<file path="src/csr_pkg.sv">
package csr_pkg;

    localparam int CSR_W      = 32;
    localparam int CSR_ADDR_W = 14;

    typedef enum logic [CSR_ADDR_W-1:0] {
        CSR_CRMD   = 14'h000,
        CSR_PRMD   = 14'h001,
        CSR_ECFG   = 14'h004,
        CSR_ESTAT  = 14'h005,
        CSR_ERA    = 14'h006,
        CSR_BADV   = 14'h007,
        CSR_EENTRY = 14'h00c,
        CSR_SAVE0  = 14'h030,
        CSR_SAVE1  = 14'h031,
        CSR_SAVE2  = 14'h032,
        CSR_SAVE3  = 14'h033,
        CSR_TID    = 14'h040,
        CSR_TCFG   = 14'h041,
        CSR_TVAL   = 14'h042,
        CSR_TICLR  = 14'h044,
        CSR_LLBCTL = 14'h060
    } csr_addr_e;

    typedef enum logic [5:0] {
        ECODE_INT  = 6'h00,
        ECODE_PIL  = 6'h01,
        ECODE_PIS  = 6'h02,
        ECODE_ADE  = 6'h08,
        ECODE_ALE  = 6'h09,
        ECODE_SYS  = 6'h0b,
        ECODE_BRK  = 6'h0c,
        ECODE_INE  = 6'h0d,
        ECODE_TLBR = 6'h3f
    } ecode_e;

    // CRMD fields
    localparam int CRMD_PLV_LO  = 0;
    localparam int CRMD_IE      = 2;
    localparam int CRMD_DA      = 3;
    localparam int CRMD_PG      = 4;
    localparam int CRMD_DATF_LO = 5;
    localparam int CRMD_DATM_LO = 7;

    // ESTAT fields
    localparam int ESTAT_IS_SOFT_LO = 0;
    localparam int ESTAT_IS_HARD_LO = 2;
    localparam int ESTAT_IS_TI      = 11;
    localparam int ESTAT_ECODE_LO   = 16;
    localparam int ESTAT_ESUB_LO    = 22;

    localparam int TCFG_EN         = 0;
    localparam int TCFG_PERIODIC   = 1;
    localparam int TCFG_INITVAL_LO = 2;

    localparam int LLBCTL_ROLLB = 0;
    localparam int LLBCTL_WCLLB = 1;
    localparam int LLBCTL_KLO   = 2;

    localparam int          IS_W         = 13;
    localparam logic [12:0] LIE_MASK     = 13'h1bff;
    localparam int          EENTRY_VA_LO = 6;

    // Added to INITVAL so that a zero setting still fires
    localparam int TIMER_BIAS        = 1000;
    localparam int WRITE_IDLE_CYCLES = 3;

endpackage

</file>
<file path="src/csr_write_stage.sv">
module csr_write_stage import csr_pkg::*; (
    input  logic                  clk,
    input  logic                  aresetn,
    input  logic                  d_idle,
    input  logic                  wen_in,
    input  logic [CSR_ADDR_W-1:0] addr_in,
    input  logic [CSR_W-1:0]      wdata_in,
    input  logic                  flush_to_priv_wr_csr,
    output logic                  wr_en,
    output logic [CSR_ADDR_W-1:0] wr_addr,
    output logic [CSR_W-1:0]      wr_data,
    output logic                  wen_csr
);

    logic                                 pending;
    logic [$clog2(WRITE_IDLE_CYCLES)-1:0] idle_cnt;
    logic                                 step;

    assign step    = pending && d_idle;
    assign wr_en   = step && (idle_cnt == ($bits(idle_cnt))'(WRITE_IDLE_CYCLES - 1));
    assign wen_csr = step && (idle_cnt == '0);

    always_ff @(posedge clk) begin
        if (!aresetn || flush_to_priv_wr_csr) begin
            pending  <= 1'b0;
            idle_cnt <= '0;
        end else if (wen_in) begin
            pending  <= 1'b1;
            idle_cnt <= '0;
        end else if (wr_en) begin
            pending  <= 1'b0;
            idle_cnt <= '0;
        end else if (step) begin
            idle_cnt <= idle_cnt + 1'b1;
        end
    end

    // Pending write address and data
    always_ff @(posedge clk) begin
        if (wen_in) begin
            wr_addr <= addr_in;
            wr_data <= wdata_in;
        end
    end

endmodule

</file>
<file path="src/csr_trap_regs.sv">
module csr_trap_regs import csr_pkg::*; (
    input  logic                  clk,
    input  logic                  aresetn,
    input  logic                  wr_en,
    input  logic [CSR_ADDR_W-1:0] wr_addr,
    input  logic [CSR_W-1:0]      wr_data,
    input  logic                  exception,
    input  logic                  ertn,
    input  logic                  tlb_exception,
    input  logic [6:0]            expcode_in,
    input  logic                  wen_expcode,
    input  logic [CSR_W-1:0]      era_in,
    input  logic                  wen_era,
    input  logic [CSR_W-1:0]      badv_in,
    input  logic                  wen_badv,
    input  logic [7:0]            hardware_interrupt,
    input  logic                  ti_pending,
    output logic [CSR_W-1:0]      crmd,
    output logic [CSR_W-1:0]      prmd,
    output logic [CSR_W-1:0]      ecfg,
    output logic [CSR_W-1:0]      estat,
    output logic [CSR_W-1:0]      era,
    output logic [CSR_W-1:0]      badv,
    output logic [CSR_W-1:0]      eentry,
    output logic                  cpu_interrupt,
    output logic                  idle_over
);

    logic                      exc_d;
    logic                      exc_pulse;
    logic [1:0]                crmd_plv;
    logic                      crmd_ie;
    logic                      crmd_da;
    logic                      crmd_pg;
    logic [1:0]                crmd_datf;
    logic [1:0]                crmd_datm;
    logic [1:0]                prmd_pplv;
    logic                      prmd_pie;
    logic [IS_W-1:0]           ecfg_lie;
    logic [1:0]                is_soft;
    logic                      soft_d;
    ecode_e                    ecode;
    logic [8:0]                esub;
    logic [CSR_W-1:EENTRY_VA_LO] eentry_va;
    logic                      pg_next;
    logic                      da_next;

    always_ff @(posedge clk) begin
        if (!aresetn) begin
            exc_d  <= 1'b0;
            soft_d <= 1'b0;
        end else begin
            exc_d  <= exception;
            soft_d <= |is_soft;
        end
    end

    // Entry acts once per exception, on its rising edge
    assign exc_pulse = exception && !exc_d;

    assign pg_next = wr_data[CRMD_PG];
    assign da_next = wr_data[CRMD_DA];

    always_ff @(posedge clk) begin
        if (!aresetn) begin
            crmd_plv  <= 2'd0;
            crmd_ie   <= 1'b0;
            crmd_da   <= 1'b1;
            crmd_pg   <= 1'b0;
            crmd_datf <= 2'd1;
            crmd_datm <= 2'd1;
        end else if (ertn) begin
            crmd_plv <= prmd_pplv;
            crmd_ie  <= prmd_pie;
            // Leaving a TLB refill handler turns paging back on
            if (ecode == ECODE_TLBR) begin
                crmd_da <= 1'b0;
                crmd_pg <= 1'b1;
            end
        end else if (exc_pulse) begin
            crmd_plv <= 2'd0;
            crmd_ie  <= 1'b0;
            if (tlb_exception) begin
                crmd_da <= 1'b1;
                crmd_pg <= 1'b0;
            end
        end else if (wr_en && wr_addr == CSR_CRMD) begin
            crmd_plv  <= wr_data[CRMD_PLV_LO +: 2];
            crmd_ie   <= wr_data[CRMD_IE];
            crmd_datf <= wr_data[CRMD_DATF_LO +: 2];
            crmd_datm <= wr_data[CRMD_DATM_LO +: 2];
            if (pg_next ^ da_next) begin
                crmd_pg <= pg_next;
                crmd_da <= da_next;
            end
        end
    end

    always_ff @(posedge clk) begin
        if (!aresetn) begin
            prmd_pplv <= 2'd0;
            prmd_pie  <= 1'b0;
            ecfg_lie  <= '0;
            is_soft   <= 2'd0;
            ecode     <= ECODE_INT;
            esub      <= 9'd0;
        end else begin
            if (exc_pulse) begin
                prmd_pplv <= crmd_plv;
                prmd_pie  <= crmd_ie;
            end else if (wr_en && wr_addr == CSR_PRMD) begin
                prmd_pplv <= wr_data[1:0];
                prmd_pie  <= wr_data[2];
            end
            if (wr_en && wr_addr == CSR_ECFG) begin
                ecfg_lie <= wr_data[IS_W-1:0] & LIE_MASK;
            end
            if (wen_expcode || exc_pulse) begin
                ecode <= ecode_e'(expcode_in[5:0]);
                esub  <= (expcode_in[5:0] == ECODE_INT) ? 9'd0 : {8'd0, expcode_in[6]};
            end else if (wr_en && wr_addr == CSR_ESTAT) begin
                is_soft <= wr_data[ESTAT_IS_SOFT_LO +: 2];
            end
        end
    end

    always_ff @(posedge clk) begin
        if (wen_era) begin
            // Step past the instruction when a soft interrupt was pending
            era <= era_in + (soft_d ? 32'd4 : 32'd0);
        end else if (wr_en && wr_addr == CSR_ERA) begin
            era <= wr_data;
        end
        if (wen_badv) begin
            badv <= badv_in;
        end else if (wr_en && wr_addr == CSR_BADV) begin
            badv <= wr_data;
        end
        if (wr_en && wr_addr == CSR_EENTRY) begin
            eentry_va <= wr_data[CSR_W-1:EENTRY_VA_LO];
        end
    end

    always_comb begin
        crmd = '0;
        crmd[CRMD_PLV_LO +: 2]  = crmd_plv;
        crmd[CRMD_IE]           = crmd_ie;
        crmd[CRMD_DA]           = crmd_da;
        crmd[CRMD_PG]           = crmd_pg;
        crmd[CRMD_DATF_LO +: 2] = crmd_datf;
        crmd[CRMD_DATM_LO +: 2] = crmd_datm;
        estat = '0;
        estat[ESTAT_IS_SOFT_LO +: 2] = is_soft;
        estat[ESTAT_IS_HARD_LO +: 8] = hardware_interrupt;
        estat[ESTAT_IS_TI]           = ti_pending;
        estat[ESTAT_ECODE_LO +: 6]   = ecode;
        estat[ESTAT_ESUB_LO +: 9]    = esub;
    end

    assign prmd   = {29'd0, prmd_pie, prmd_pplv};
    assign ecfg   = {{(CSR_W - IS_W){1'b0}}, ecfg_lie};
    assign eentry = {eentry_va, {EENTRY_VA_LO{1'b0}}};

    assign cpu_interrupt = crmd_ie && |(ecfg_lie & estat[IS_W-1:0]);
    // Any status bit ends idle, enabled or not
    assign idle_over     = |estat[IS_W-1:0];

endmodule

</file>
<file path="src/csr_timer.sv">
module csr_timer import csr_pkg::*; (
    input  logic                  clk,
    input  logic                  aresetn,
    input  logic                  wr_en,
    input  logic [CSR_ADDR_W-1:0] wr_addr,
    input  logic [CSR_W-1:0]      wr_data,
    output logic [CSR_W-1:0]      tcfg,
    output logic [CSR_W-1:0]      tval,
    output logic                  ti_pending
);

    logic                                tcfg_en;
    logic                                tcfg_periodic;
    logic [CSR_W-1:TCFG_INITVAL_LO]      tcfg_initval;
    logic                                set_timer;
    logic                                time_out;

    always_ff @(posedge clk) begin
        if (!aresetn) begin
            tcfg_en       <= 1'b0;
            tcfg_periodic <= 1'b0;
            tcfg_initval  <= '0;
            set_timer     <= 1'b0;
        end else begin
            set_timer <= wr_en && wr_addr == CSR_TCFG;
            if (wr_en && wr_addr == CSR_TCFG) begin
                tcfg_en       <= wr_data[TCFG_EN];
                tcfg_periodic <= wr_data[TCFG_PERIODIC];
                tcfg_initval  <= wr_data[CSR_W-1:TCFG_INITVAL_LO];
            end
        end
    end

    always_ff @(posedge clk) begin
        if (!aresetn) begin
            tval     <= '0;
            time_out <= 1'b0;
        end else if (tval == '0 || set_timer) begin
            time_out <= 1'b0;
            if (tcfg_periodic || set_timer) begin
                tval <= {{TCFG_INITVAL_LO{1'b0}}, tcfg_initval} + CSR_W'(TIMER_BIAS);
            end
        end else if (tcfg_en) begin
            tval     <= tval - 1'b1;
            time_out <= (tval == CSR_W'(1));
        end
    end

    // Clear wins over a timeout on the same edge
    always_ff @(posedge clk) begin
        if (!aresetn || (wr_en && wr_addr == CSR_TICLR)) begin
            ti_pending <= 1'b0;
        end else if (time_out) begin
            ti_pending <= 1'b1;
        end
    end

    assign tcfg = {tcfg_initval, tcfg_periodic, tcfg_en};

endmodule

</file>
<file path="src/csr_save_llbit.sv">
module csr_save_llbit import csr_pkg::*; (
    input  logic                  clk,
    input  logic                  aresetn,
    input  logic                  wr_en,
    input  logic [CSR_ADDR_W-1:0] wr_addr,
    input  logic [CSR_W-1:0]      wr_data,
    input  logic                  ertn,
    input  logic                  llbit_set,
    input  logic                  llbit_clear,
    output logic [CSR_W-1:0]      save0,
    output logic [CSR_W-1:0]      save1,
    output logic [CSR_W-1:0]      save2,
    output logic [CSR_W-1:0]      save3,
    output logic [CSR_W-1:0]      llbctl,
    output logic [CSR_W-1:0]      tid,
    output logic                  llbit
);

    logic [CSR_W-1:0] save [4];
    logic             rollb;
    logic             klo;

    // SAVE0 to SAVE3 sit on consecutive addresses
    always_ff @(posedge clk) begin
        for (int i = 0; i < 4; i++) begin
            if (wr_en && wr_addr == CSR_ADDR_W'(CSR_SAVE0 + i)) begin
                save[i] <= wr_data;
            end
        end
        if (wr_en && wr_addr == CSR_TID) begin
            tid <= wr_data;
        end
    end

    always_ff @(posedge clk) begin
        if (!aresetn) begin
            rollb <= 1'b1;
            klo   <= 1'b0;
        end else if (llbit_set) begin
            rollb <= 1'b1;
        end else if (ertn) begin
            rollb <= klo;
            klo   <= 1'b0;
        end else if (llbit_clear) begin
            rollb <= 1'b0;
        end else if (wr_en && wr_addr == CSR_LLBCTL) begin
            if (wr_data[LLBCTL_WCLLB]) begin
                rollb <= 1'b0;
            end
            klo <= wr_data[LLBCTL_KLO];
        end
    end

    always_comb begin
        llbctl = '0;
        llbctl[LLBCTL_ROLLB] = rollb;
        llbctl[LLBCTL_KLO]   = klo;
    end

    assign save0 = save[0];
    assign save1 = save[1];
    assign save2 = save[2];
    assign save3 = save[3];
    // A set in flight already counts
    assign llbit = rollb || llbit_set;

endmodule

</file>
<file path="src/csr_read_mux.sv">
module csr_read_mux import csr_pkg::*; (
    input  logic [CSR_ADDR_W-1:0] addr_in,
    input  logic [CSR_W-1:0]      crmd,
    input  logic [CSR_W-1:0]      prmd,
    input  logic [CSR_W-1:0]      ecfg,
    input  logic [CSR_W-1:0]      estat,
    input  logic [CSR_W-1:0]      era,
    input  logic [CSR_W-1:0]      badv,
    input  logic [CSR_W-1:0]      eentry,
    input  logic [CSR_W-1:0]      save0,
    input  logic [CSR_W-1:0]      save1,
    input  logic [CSR_W-1:0]      save2,
    input  logic [CSR_W-1:0]      save3,
    input  logic [CSR_W-1:0]      llbctl,
    input  logic [CSR_W-1:0]      tid,
    input  logic [CSR_W-1:0]      tcfg,
    input  logic [CSR_W-1:0]      tval,
    output logic [CSR_W-1:0]      rdata
);

    always_comb begin
        case (addr_in)
            CSR_CRMD:   rdata = crmd;
            CSR_PRMD:   rdata = prmd;
            CSR_ECFG:   rdata = ecfg & {{(CSR_W - IS_W){1'b0}}, LIE_MASK};
            CSR_ESTAT:  rdata = estat;
            CSR_ERA:    rdata = era;
            CSR_BADV:   rdata = badv;
            CSR_EENTRY: rdata = eentry;
            CSR_SAVE0:  rdata = save0;
            CSR_SAVE1:  rdata = save1;
            CSR_SAVE2:  rdata = save2;
            CSR_SAVE3:  rdata = save3;
            CSR_LLBCTL: rdata = llbctl;
            CSR_TID:    rdata = tid;
            CSR_TCFG:   rdata = tcfg;
            CSR_TVAL:   rdata = tval;
            // Write-only clear
            CSR_TICLR:  rdata = '0;
            default:    rdata = '0;
        endcase
    end

endmodule

</file>
<file path="src/csr_top.sv">
module csr_top import csr_pkg::*; (
    input  logic                  clk,
    input  logic                  aresetn,
    input  logic                  d_idle,
    input  logic                  wen_in,
    input  logic [CSR_ADDR_W-1:0] addr_in,
    input  logic [CSR_W-1:0]      wdata_in,
    input  logic                  flush_to_priv_wr_csr,
    input  logic                  exception,
    input  logic                  ertn,
    input  logic                  tlb_exception,
    input  logic [6:0]            expcode_in,
    input  logic                  wen_expcode,
    input  logic [CSR_W-1:0]      era_in,
    input  logic                  wen_era,
    input  logic [CSR_W-1:0]      badv_in,
    input  logic                  wen_badv,
    input  logic                  llbit_set,
    input  logic                  llbit_clear,
    input  logic [7:0]            hardware_interrupt,
    output logic [CSR_W-1:0]      rdata,
    output logic [CSR_W-1:0]      crmd,
    output logic [CSR_W-1:0]      estat,
    output logic [CSR_W-1:0]      era_out,
    output logic [CSR_W-1:0]      eentry,
    output logic [CSR_W-1:0]      tid,
    output logic                  cpu_interrupt,
    output logic                  idle_over,
    output logic                  llbit,
    output logic                  wen_csr
);

    logic                  wr_en;
    logic [CSR_ADDR_W-1:0] wr_addr;
    logic [CSR_W-1:0]      wr_data;
    logic                  ti_pending;
    logic [CSR_W-1:0]      prmd;
    logic [CSR_W-1:0]      ecfg;
    logic [CSR_W-1:0]      badv;
    logic [CSR_W-1:0]      save0;
    logic [CSR_W-1:0]      save1;
    logic [CSR_W-1:0]      save2;
    logic [CSR_W-1:0]      save3;
    logic [CSR_W-1:0]      llbctl;
    logic [CSR_W-1:0]      tcfg;
    logic [CSR_W-1:0]      tval;

    csr_write_stage u_write_stage (
        .clk(clk), .aresetn(aresetn), .d_idle(d_idle), .wen_in(wen_in),
        .addr_in(addr_in), .wdata_in(wdata_in),
        .flush_to_priv_wr_csr(flush_to_priv_wr_csr),
        .wr_en(wr_en), .wr_addr(wr_addr), .wr_data(wr_data), .wen_csr(wen_csr)
    );

    csr_trap_regs u_trap_regs (
        .clk(clk), .aresetn(aresetn),
        .wr_en(wr_en), .wr_addr(wr_addr), .wr_data(wr_data),
        .exception(exception), .ertn(ertn), .tlb_exception(tlb_exception),
        .expcode_in(expcode_in), .wen_expcode(wen_expcode),
        .era_in(era_in), .wen_era(wen_era), .badv_in(badv_in), .wen_badv(wen_badv),
        .hardware_interrupt(hardware_interrupt), .ti_pending(ti_pending),
        .crmd(crmd), .prmd(prmd), .ecfg(ecfg), .estat(estat), .era(era_out),
        .badv(badv), .eentry(eentry),
        .cpu_interrupt(cpu_interrupt), .idle_over(idle_over)
    );

    csr_timer u_timer (
        .clk(clk), .aresetn(aresetn),
        .wr_en(wr_en), .wr_addr(wr_addr), .wr_data(wr_data),
        .tcfg(tcfg), .tval(tval), .ti_pending(ti_pending)
    );

    csr_save_llbit u_save_llbit (
        .clk(clk), .aresetn(aresetn),
        .wr_en(wr_en), .wr_addr(wr_addr), .wr_data(wr_data),
        .ertn(ertn), .llbit_set(llbit_set), .llbit_clear(llbit_clear),
        .save0(save0), .save1(save1), .save2(save2), .save3(save3),
        .llbctl(llbctl), .tid(tid), .llbit(llbit)
    );

    csr_read_mux u_read_mux (
        .addr_in(addr_in),
        .crmd(crmd), .prmd(prmd), .ecfg(ecfg), .estat(estat),
        .era(era_out), .badv(badv), .eentry(eentry),
        .save0(save0), .save1(save1), .save2(save2), .save3(save3),
        .llbctl(llbctl), .tid(tid), .tcfg(tcfg), .tval(tval),
        .rdata(rdata)
    );

endmodule

</file>
<file path="config.mk">
export PLATFORM = sky130hd
export DESIGN_NAME = csr_top
export DESIGN_NICKNAME = d
export VERILOG_FILES = /design/src/csr_pkg.sv /design/src/csr_write_stage.sv /design/src/csr_trap_regs.sv /design/src/csr_timer.sv /design/src/csr_save_llbit.sv /design/src/csr_read_mux.sv /design/src/csr_top.sv
export SDC_FILE = /design/constraint.sdc
export NUM_CORES = 1
export LEC_CHECK = 0
export BUFFER_PORTS_ARGS = -buffer_cell sky130_fd_sc_hd__buf_2
export CAP_MARGIN = 0
export CORE_MARGIN = 5
export CORE_UTILIZATION = 56
export DETAILED_ROUTE_END_ITERATION = 7
export HOLD_SLACK_MARGIN = 0.03
export PLACE_DENSITY_LB_ADDON = 0.2
export SYNTH_ARGS = -nofsm -noshare
export SYNTH_HDL_FRONTEND = slang
export SYNTH_SLANG_ARGS = --single-unit
</file>
<file path="constraint.sdc">
create_clock -name clk -period 5.55 [get_ports clk]
set_input_delay 0.555 -clock clk [delete_from_list [all_inputs] [get_ports clk]]
set_output_delay 0.555 -clock clk [all_outputs]
set_load 0.005 [all_outputs]
</file>
Word-level counts from Yosys, hierarchy flattened --
Memory sizes are Yosys's and may differ from the RTL's. Cells that the tools add are included. Widths: inputs -> output; s select.
Storage, ports and cells: bits in registers 283, bits in writable memories 128, bits of input ports 138, output and inout bits 196, word-level logic and storage cells 194, memories 1
Memories:
- u_save_llbit.save | depth 4, bits a word 32, read ports 4, clocked after memory_dff 0, wr ports 1, line csr_save_llbit.sv:19 | logic [CSR_W-1:0] save [4];
Operators by class: add/subtract/negate cells 4, equality and inequality tests 35, muxes and demuxes 58, bitwise logic cells 7, reductions and logical operators 58
Operators with widths (number):
- $pmux 32 s15 | 1
- $mux 32 | 10
- $eq 14x3->1 const B | 8
- $eq 14x6->1 const B | 8
- $eq 14x7->1 const B | 8
- $reduce_or 32->1 | 3
- $mux 1 | 38
- $add 32x32->32 | 1
- $eq 32x1->1 const B | 1
- $logic_not 32->1 | 1
- $sub 32x1->32 const B | 1
- $add 30x10->31 const B | 1
- $eq 14x1->1 const B | 2
- $eq 14x4->1 const B | 2
- $logic_not 14->1 | 2
- $logic_and 1x1->1 | 20
- $mux 2 | 8
- $and 13x12->13 | 1
- $reduce_or 13->1 | 1
- $reduce_bool 2->1 | 6
- $reduce_bool 3->1 | 4
- $reduce_or 11->1 | 1
- $eq 6x6->1 const B | 1
- $logic_not 6->1 | 1
- 16 further kinds | 32

Longest topological paths before layout --
word-level depth 9, mapped depth 11, depth with buffers taken out 8

Modules after synthesis --
Synthesis repeated with hierarchy kept, for this count alone.
Unflattened totals: cell total of the unflattened synthesis 1895, area total of the unflattened synthesis 21166.6 µm²
Modules (own cells, without submodules):
- csr_trap_regs | times used 1, cells an instance 602, area each 6510.0 µm², sequential area each 3403.3 µm²
- csr_save_llbit | times used 1, cells an instance 220, area each 5267.6 µm², sequential area each 4844.6 µm²
- csr_timer | times used 1, cells an instance 477, area each 3921.3 µm², sequential area each 1341.3 µm²
- csr_read_mux | times used 1, cells an instance 531, area each 3901.2 µm², sequential area each 0.0 µm²
- csr_write_stage | times used 1, cells an instance 65, area each 1566.5 µm², sequential area each 1441.4 µm²

Least setup slack after synthesis --
OpenSTA, ideal clock, no wires.
path kind register to register, from reg u_write_stage.idle_cnt[0], to mem u_save_llbit.save[2][0], enable pin, setup time 0.502 ns, arrival time 4.271 ns, data required time 5.048 ns, setup slack 0.778 ns, cell stages (with the launch flop) 8, path buffers 0, period minus slack after synthesis 4.772 ns, cell sequence dfxtp_1 -> inv_1 -> ha_1 -> nor4b_1 -> nand4_1 -> nor2_1 -> nand3_1 -> nor4_1
On the way: cells in the longest elaborated chain, start to end 9, elaborated cells on any way between the ends 23, those cells by class eq/ne: 1; mux: 14; reduce/logical: 8
Ends and longest elaborated chain:
- start: declaration | line csr_write_stage.sv:16 | logic [$clog2(WRITE_IDLE_CYCLES)-1:0] idle_cnt;
- start signal: assignment | line csr_write_stage.sv:34 | idle_cnt <= idle_cnt + 1'b1;
- $eq 2x2->1 (*) | line csr_write_stage.sv:20 | assign wr_en = step && (idle_cnt == ($bits(idle_cnt))'(WRITE_IDLE_CYCLES - 1));
- $logic_and 1x1->1 (*) | line csr_write_stage.sv:20
- $logic_and 1x1->1 | line csr_save_llbit.sv:26 | if (wr_en && wr_addr == CSR_ADDR_W'(CSR_SAVE0 + i)) begin
- $mux 1 | line csr_save_llbit.sv:26
- $mux 1 (implied by the code) | line csr_save_llbit.sv:27 | save[i] <= wr_data;
- $reduce_or 32->1 (no source line)
- $mux 2 (no source line) or $mux 1 (tied branches) (3 in series)
- end: declaration | line csr_save_llbit.sv:19
Mark *: on every way between the ends. The rest lies on a longest branch, timed or not.

Worst setup path in the final report --
from in addr_in[11], to out rdata[9]
On the way: cells in the longest elaborated chain, start to end 2, elaborated cells on any way between the ends 16, those cells by class eq/ne: 14; mux: 1; reduce/logical: 1
Ends and longest elaborated chain:
- start: declaration | line csr_top.sv:6 | input logic [CSR_ADDR_W-1:0] addr_in,
- $eq 14x7->1 (tied with other cells) | line csr_read_mux.sv:22 | case (addr_in)
- $pmux 32 s15 (*) | line csr_read_mux.sv:22
- end: declaration | line csr_top.sv:21 | output logic [CSR_W-1:0] rdata,
Marks and branches as above.

==> flow_metrics.py <==
metrics = {
    "run_status": {
        "run_status": "complete, but fails checks",
        "violations": "DRC",
    },
    "cells_and_area": {
        "syn2layout_area_growth_pct": 15.8,
        "final_cells": 2280,
        "final_nets": 1950,
        "nFillCells": 2458,
        "drive_above_1_share_pct": 24.3,
    },
    "critical_path": {
        "crit_fanout": 19,
        "arrival_ps": 3890,
        "reg2reg_depth": 8,
        "worstSetupPathType": "input pin to output pin",
        "cp-start-kind": "input pin",
        "crit_required_ps": 4990,
        "cp-end-kind": "output pin",
    },
    "logic_synthesis": {
        "synthTopCellsByCount": "edfxtp_1, nand2_1, a21oi_1",
        "synth_top_cell_area_share_pct": 48.4,
        "ys_seq_elements": 403,
        "synth_cell_types": 71,
        "synthArstFlopShare_pct": 0,
        "synth_compound_area_share_pct": 14.0,
        "synth.area.top_cells": "edfxtp_1, dfxtp_1, a22oi_1, a21oi_1, nand2_1",
        "synth_mux_area_share_pct": 5.48,
        "synth_edf_count": 296,
        "yosys.area_share.adder_pct": 0.477,
        "ys.flop_type": "edfxtp_1",
        "synth_xor_area_share_pct": 2.53,
        "synth_top_family_by_area": "compound AO/OA/AOI/OAI gates",
        "synth.most_common_cell": "edfxtp_1",
        "synthSimpleGateAreaFrac_pct": 12.6,
        "yosysTopAreaCell": "edfxtp_1",
        "ys_warn_count": 0,
        "synthCells": 1566,
        "syn_avg_cell_area_um2": 11.7,
        "yosysSeqAreaShare_pct": 60.0,
        "synth_area_um2": 18400,
    },
    "min_path": {
        "hold_path_depth": 1,
        "hold_path.class": "input pin to flop",
    },
    "place": {
        "port-buffer-count": 290,
        "dp.cells": 2204,
        "place.gp.congestion": 0.978,
        "dp.final_hpwl_um": 41700,
    },
    "power": {
        "p_comb_share_pct": 4.5,
        "leakage_nw": 7.98,
        "power.share.clock_pct": 42.8,
        "power_density_nw_per_um2": 306,
        "power_frac_seq_pct": 52.6,
        "p_int_mw": 5.11,
        "power.switching_mw": 1.42,
        "ir_drop_v": 0.000305,
        "p_sw_share_pct": 21.7,
    },
    "route": {
        "drt_iter0_drc": 2028,
        "drcViolationCount": 3,
        "wl_um": 59000,
        "ant_nets": 0,
        "vias": 14600,
        "drt_first_pass_iters": 8,
        "vias_per_cell": 6.38,
        "wl_per_cell_um": 25.9,
    },
    "grt": {
        "grt.overflow.total": 0,
        "groute.usage.overall_pct": 31.5,
        "grt_pass1_wl_um": 86800,
        "antenna_found_initial": 2,
        "grt_max_degree": 63,
        "grt_pass1_vias": 13800,
    },
    "floorplanning": {
        "die-area_um2": 36500,
        "core_um2": 32500,
        "start_util_pct": 56.6,
        "io_pins": 334,
        "die_h_um": 191,
        "die_x_um": 191,
        "rows": 66,
    },
    "sta": {
        "period_share_pct": 80.1,
        "finalHoldViolCount": 0,
        "holdWs_ps": 195,
        "skew_ps": 20.5,
        "tightestPinTransition_ps": 1200,
        "tns_ps": 0,
        "relSlewSlack_pct": 20.2,
        "drv_slew": 0,
        "fin_crit_ps": 4440,
        "fmax_mhz": 225,
        "rsz0062_at_grt": "no",
        "finalSetupViolCount": 0,
    },
    "clock_network": {
        "numCtsBuffers": 41,
        "path_clk_slew_ps": 60,
        "cts_root_buf": "clkbuf_16",
        "clock-sinks": 403,
        "cts_tree": "built",
        "cts_post_setup_buffers_inserted": 0,
        "clk_latency_ps": 540,
        "cts-htree-levels": 2,
        "postCtsHoldBufs": 0,
        "cts_resized": 0,
        "clockBufferDepth": 3,
    },
    "job": {
        "cap_viol_max_count": 0,
    },
}
-- path summary, 6_finish.rpt --
kind / startpoint / end / slack, ps
worst min register to register: u_timer.tcfg_initval[4]$_SDFFE_PN0P_ / u_timer.tcfg_initval[4]$_SDFFE_PN0P_ / 490
worst max-delay path: addr_in[11] / rdata[9] / 1110
worst min-delay path: wdata_in[6] / u_write_stage.wr_data[6]$_DFFE_PP_ / 200
worst max register to register: u_timer.tval[0]$_SDFFE_PN0P_ / u_timer.tval[16]$_SDFFE_PN0P_ / 2020
-- area by class of cell --
cell class	instances	area, um^2	area share [%]
Antenna cell	1	2.50	0.0118
Clock buffer	58	1170	5.51
Multi-Input combinational cell	1035	6700	31.4
Inverter	14	52.6	0.247
Tap cell	442	553	2.60
Sequential cell	403	11000	51.8
Timing Repair Buffer	310	1600	7.52
Clock inverter	17	184	0.864
-- logic make-up after synthesis --
family / count (synthesis)
compound gates: 381
flops: 403
fa+ha+maj: 7
xor+xnor: 53
buf+inv: 170
simple gates: 468
mux: 83
other cells: 1
-- cells in the final DEF (no fill, tap or decap), drive strengths merged, types with 30 or more instances in the layout --
| master | n |
|---|---|
| clkbuf | 58 |
| nand2 | 153 |
| dfxtp | 107 |
| a22oi | 89 |
| o21ai | 50 |
| conb | 43 |
| buf | 310 |
| a21oi | 122 |
| mux2 | 41 |
| nand3 | 51 |
| mux2i | 32 |
| xor2 | 30 |
| edfxtp | 296 |
| nor2 | 99 |
-- worst max-delay path, cell delays in order --
cell and delay (ps):
buf_2 100, or4_1 700, nor4_1 500, nor2b_1 470
and2_1 980, a221oi_1 230, nand4_1 200, buf_2 140
-- power groups by stage --
stage                     registers, mW  logic (mW)  clock network [mW]
final                              3.44       0.297                2.79
after CTS                          3.43       0.293                2.80
after global routing               3.44       0.320                2.93
after detailed placement           3.49       0.291                   0
after global placement             3.49       0.285                   0
after floorplan                    3.44       0.168                   0
-- state kept, by name, summed over array words and instances (netlist names), 6 cells and up --
name and cells:
u_trap_regs.badv 32, u_write_stage.wr_data 32, u_timer.tval 32, u_write_stage.wr_addr 14, u_save_llbit.tid 32, u_trap_regs.era 32
u_timer.tcfg_initval 30, u_trap_regs.ecode 6, u_trap_regs.eentry_va 26, u_trap_regs.ecfg_lie 12, u_save_llbit.save 128
-- through the flow --
step | instance area, um^2 | worst slack (ps) | utilization (%) | total power, mW
global placement | 19900 | 1330 | 61.4 | 3.78
finish | 21300 | 1110 | 65.6 | 6.53
CTS | 21300 | 1190 | 65.6 | 6.53
detailed placement | 19900 | 1220 | 61.4 | 3.78
global route | 21300 | 906 | 65.6 | 6.69
floorplan | 18500 | 778 | - | 3.61
-- routing by layer --
layer	global-route usage, %	up-vias	routed length [um]
met2	48.8	979	27000
met5	0	-	20
li1	-	6385	-
met3	7.47	93	7450
met1	45.6	7092	23400
met4	7.29	4	1220
Note: power is estimated with default switching activity, not from simulation.
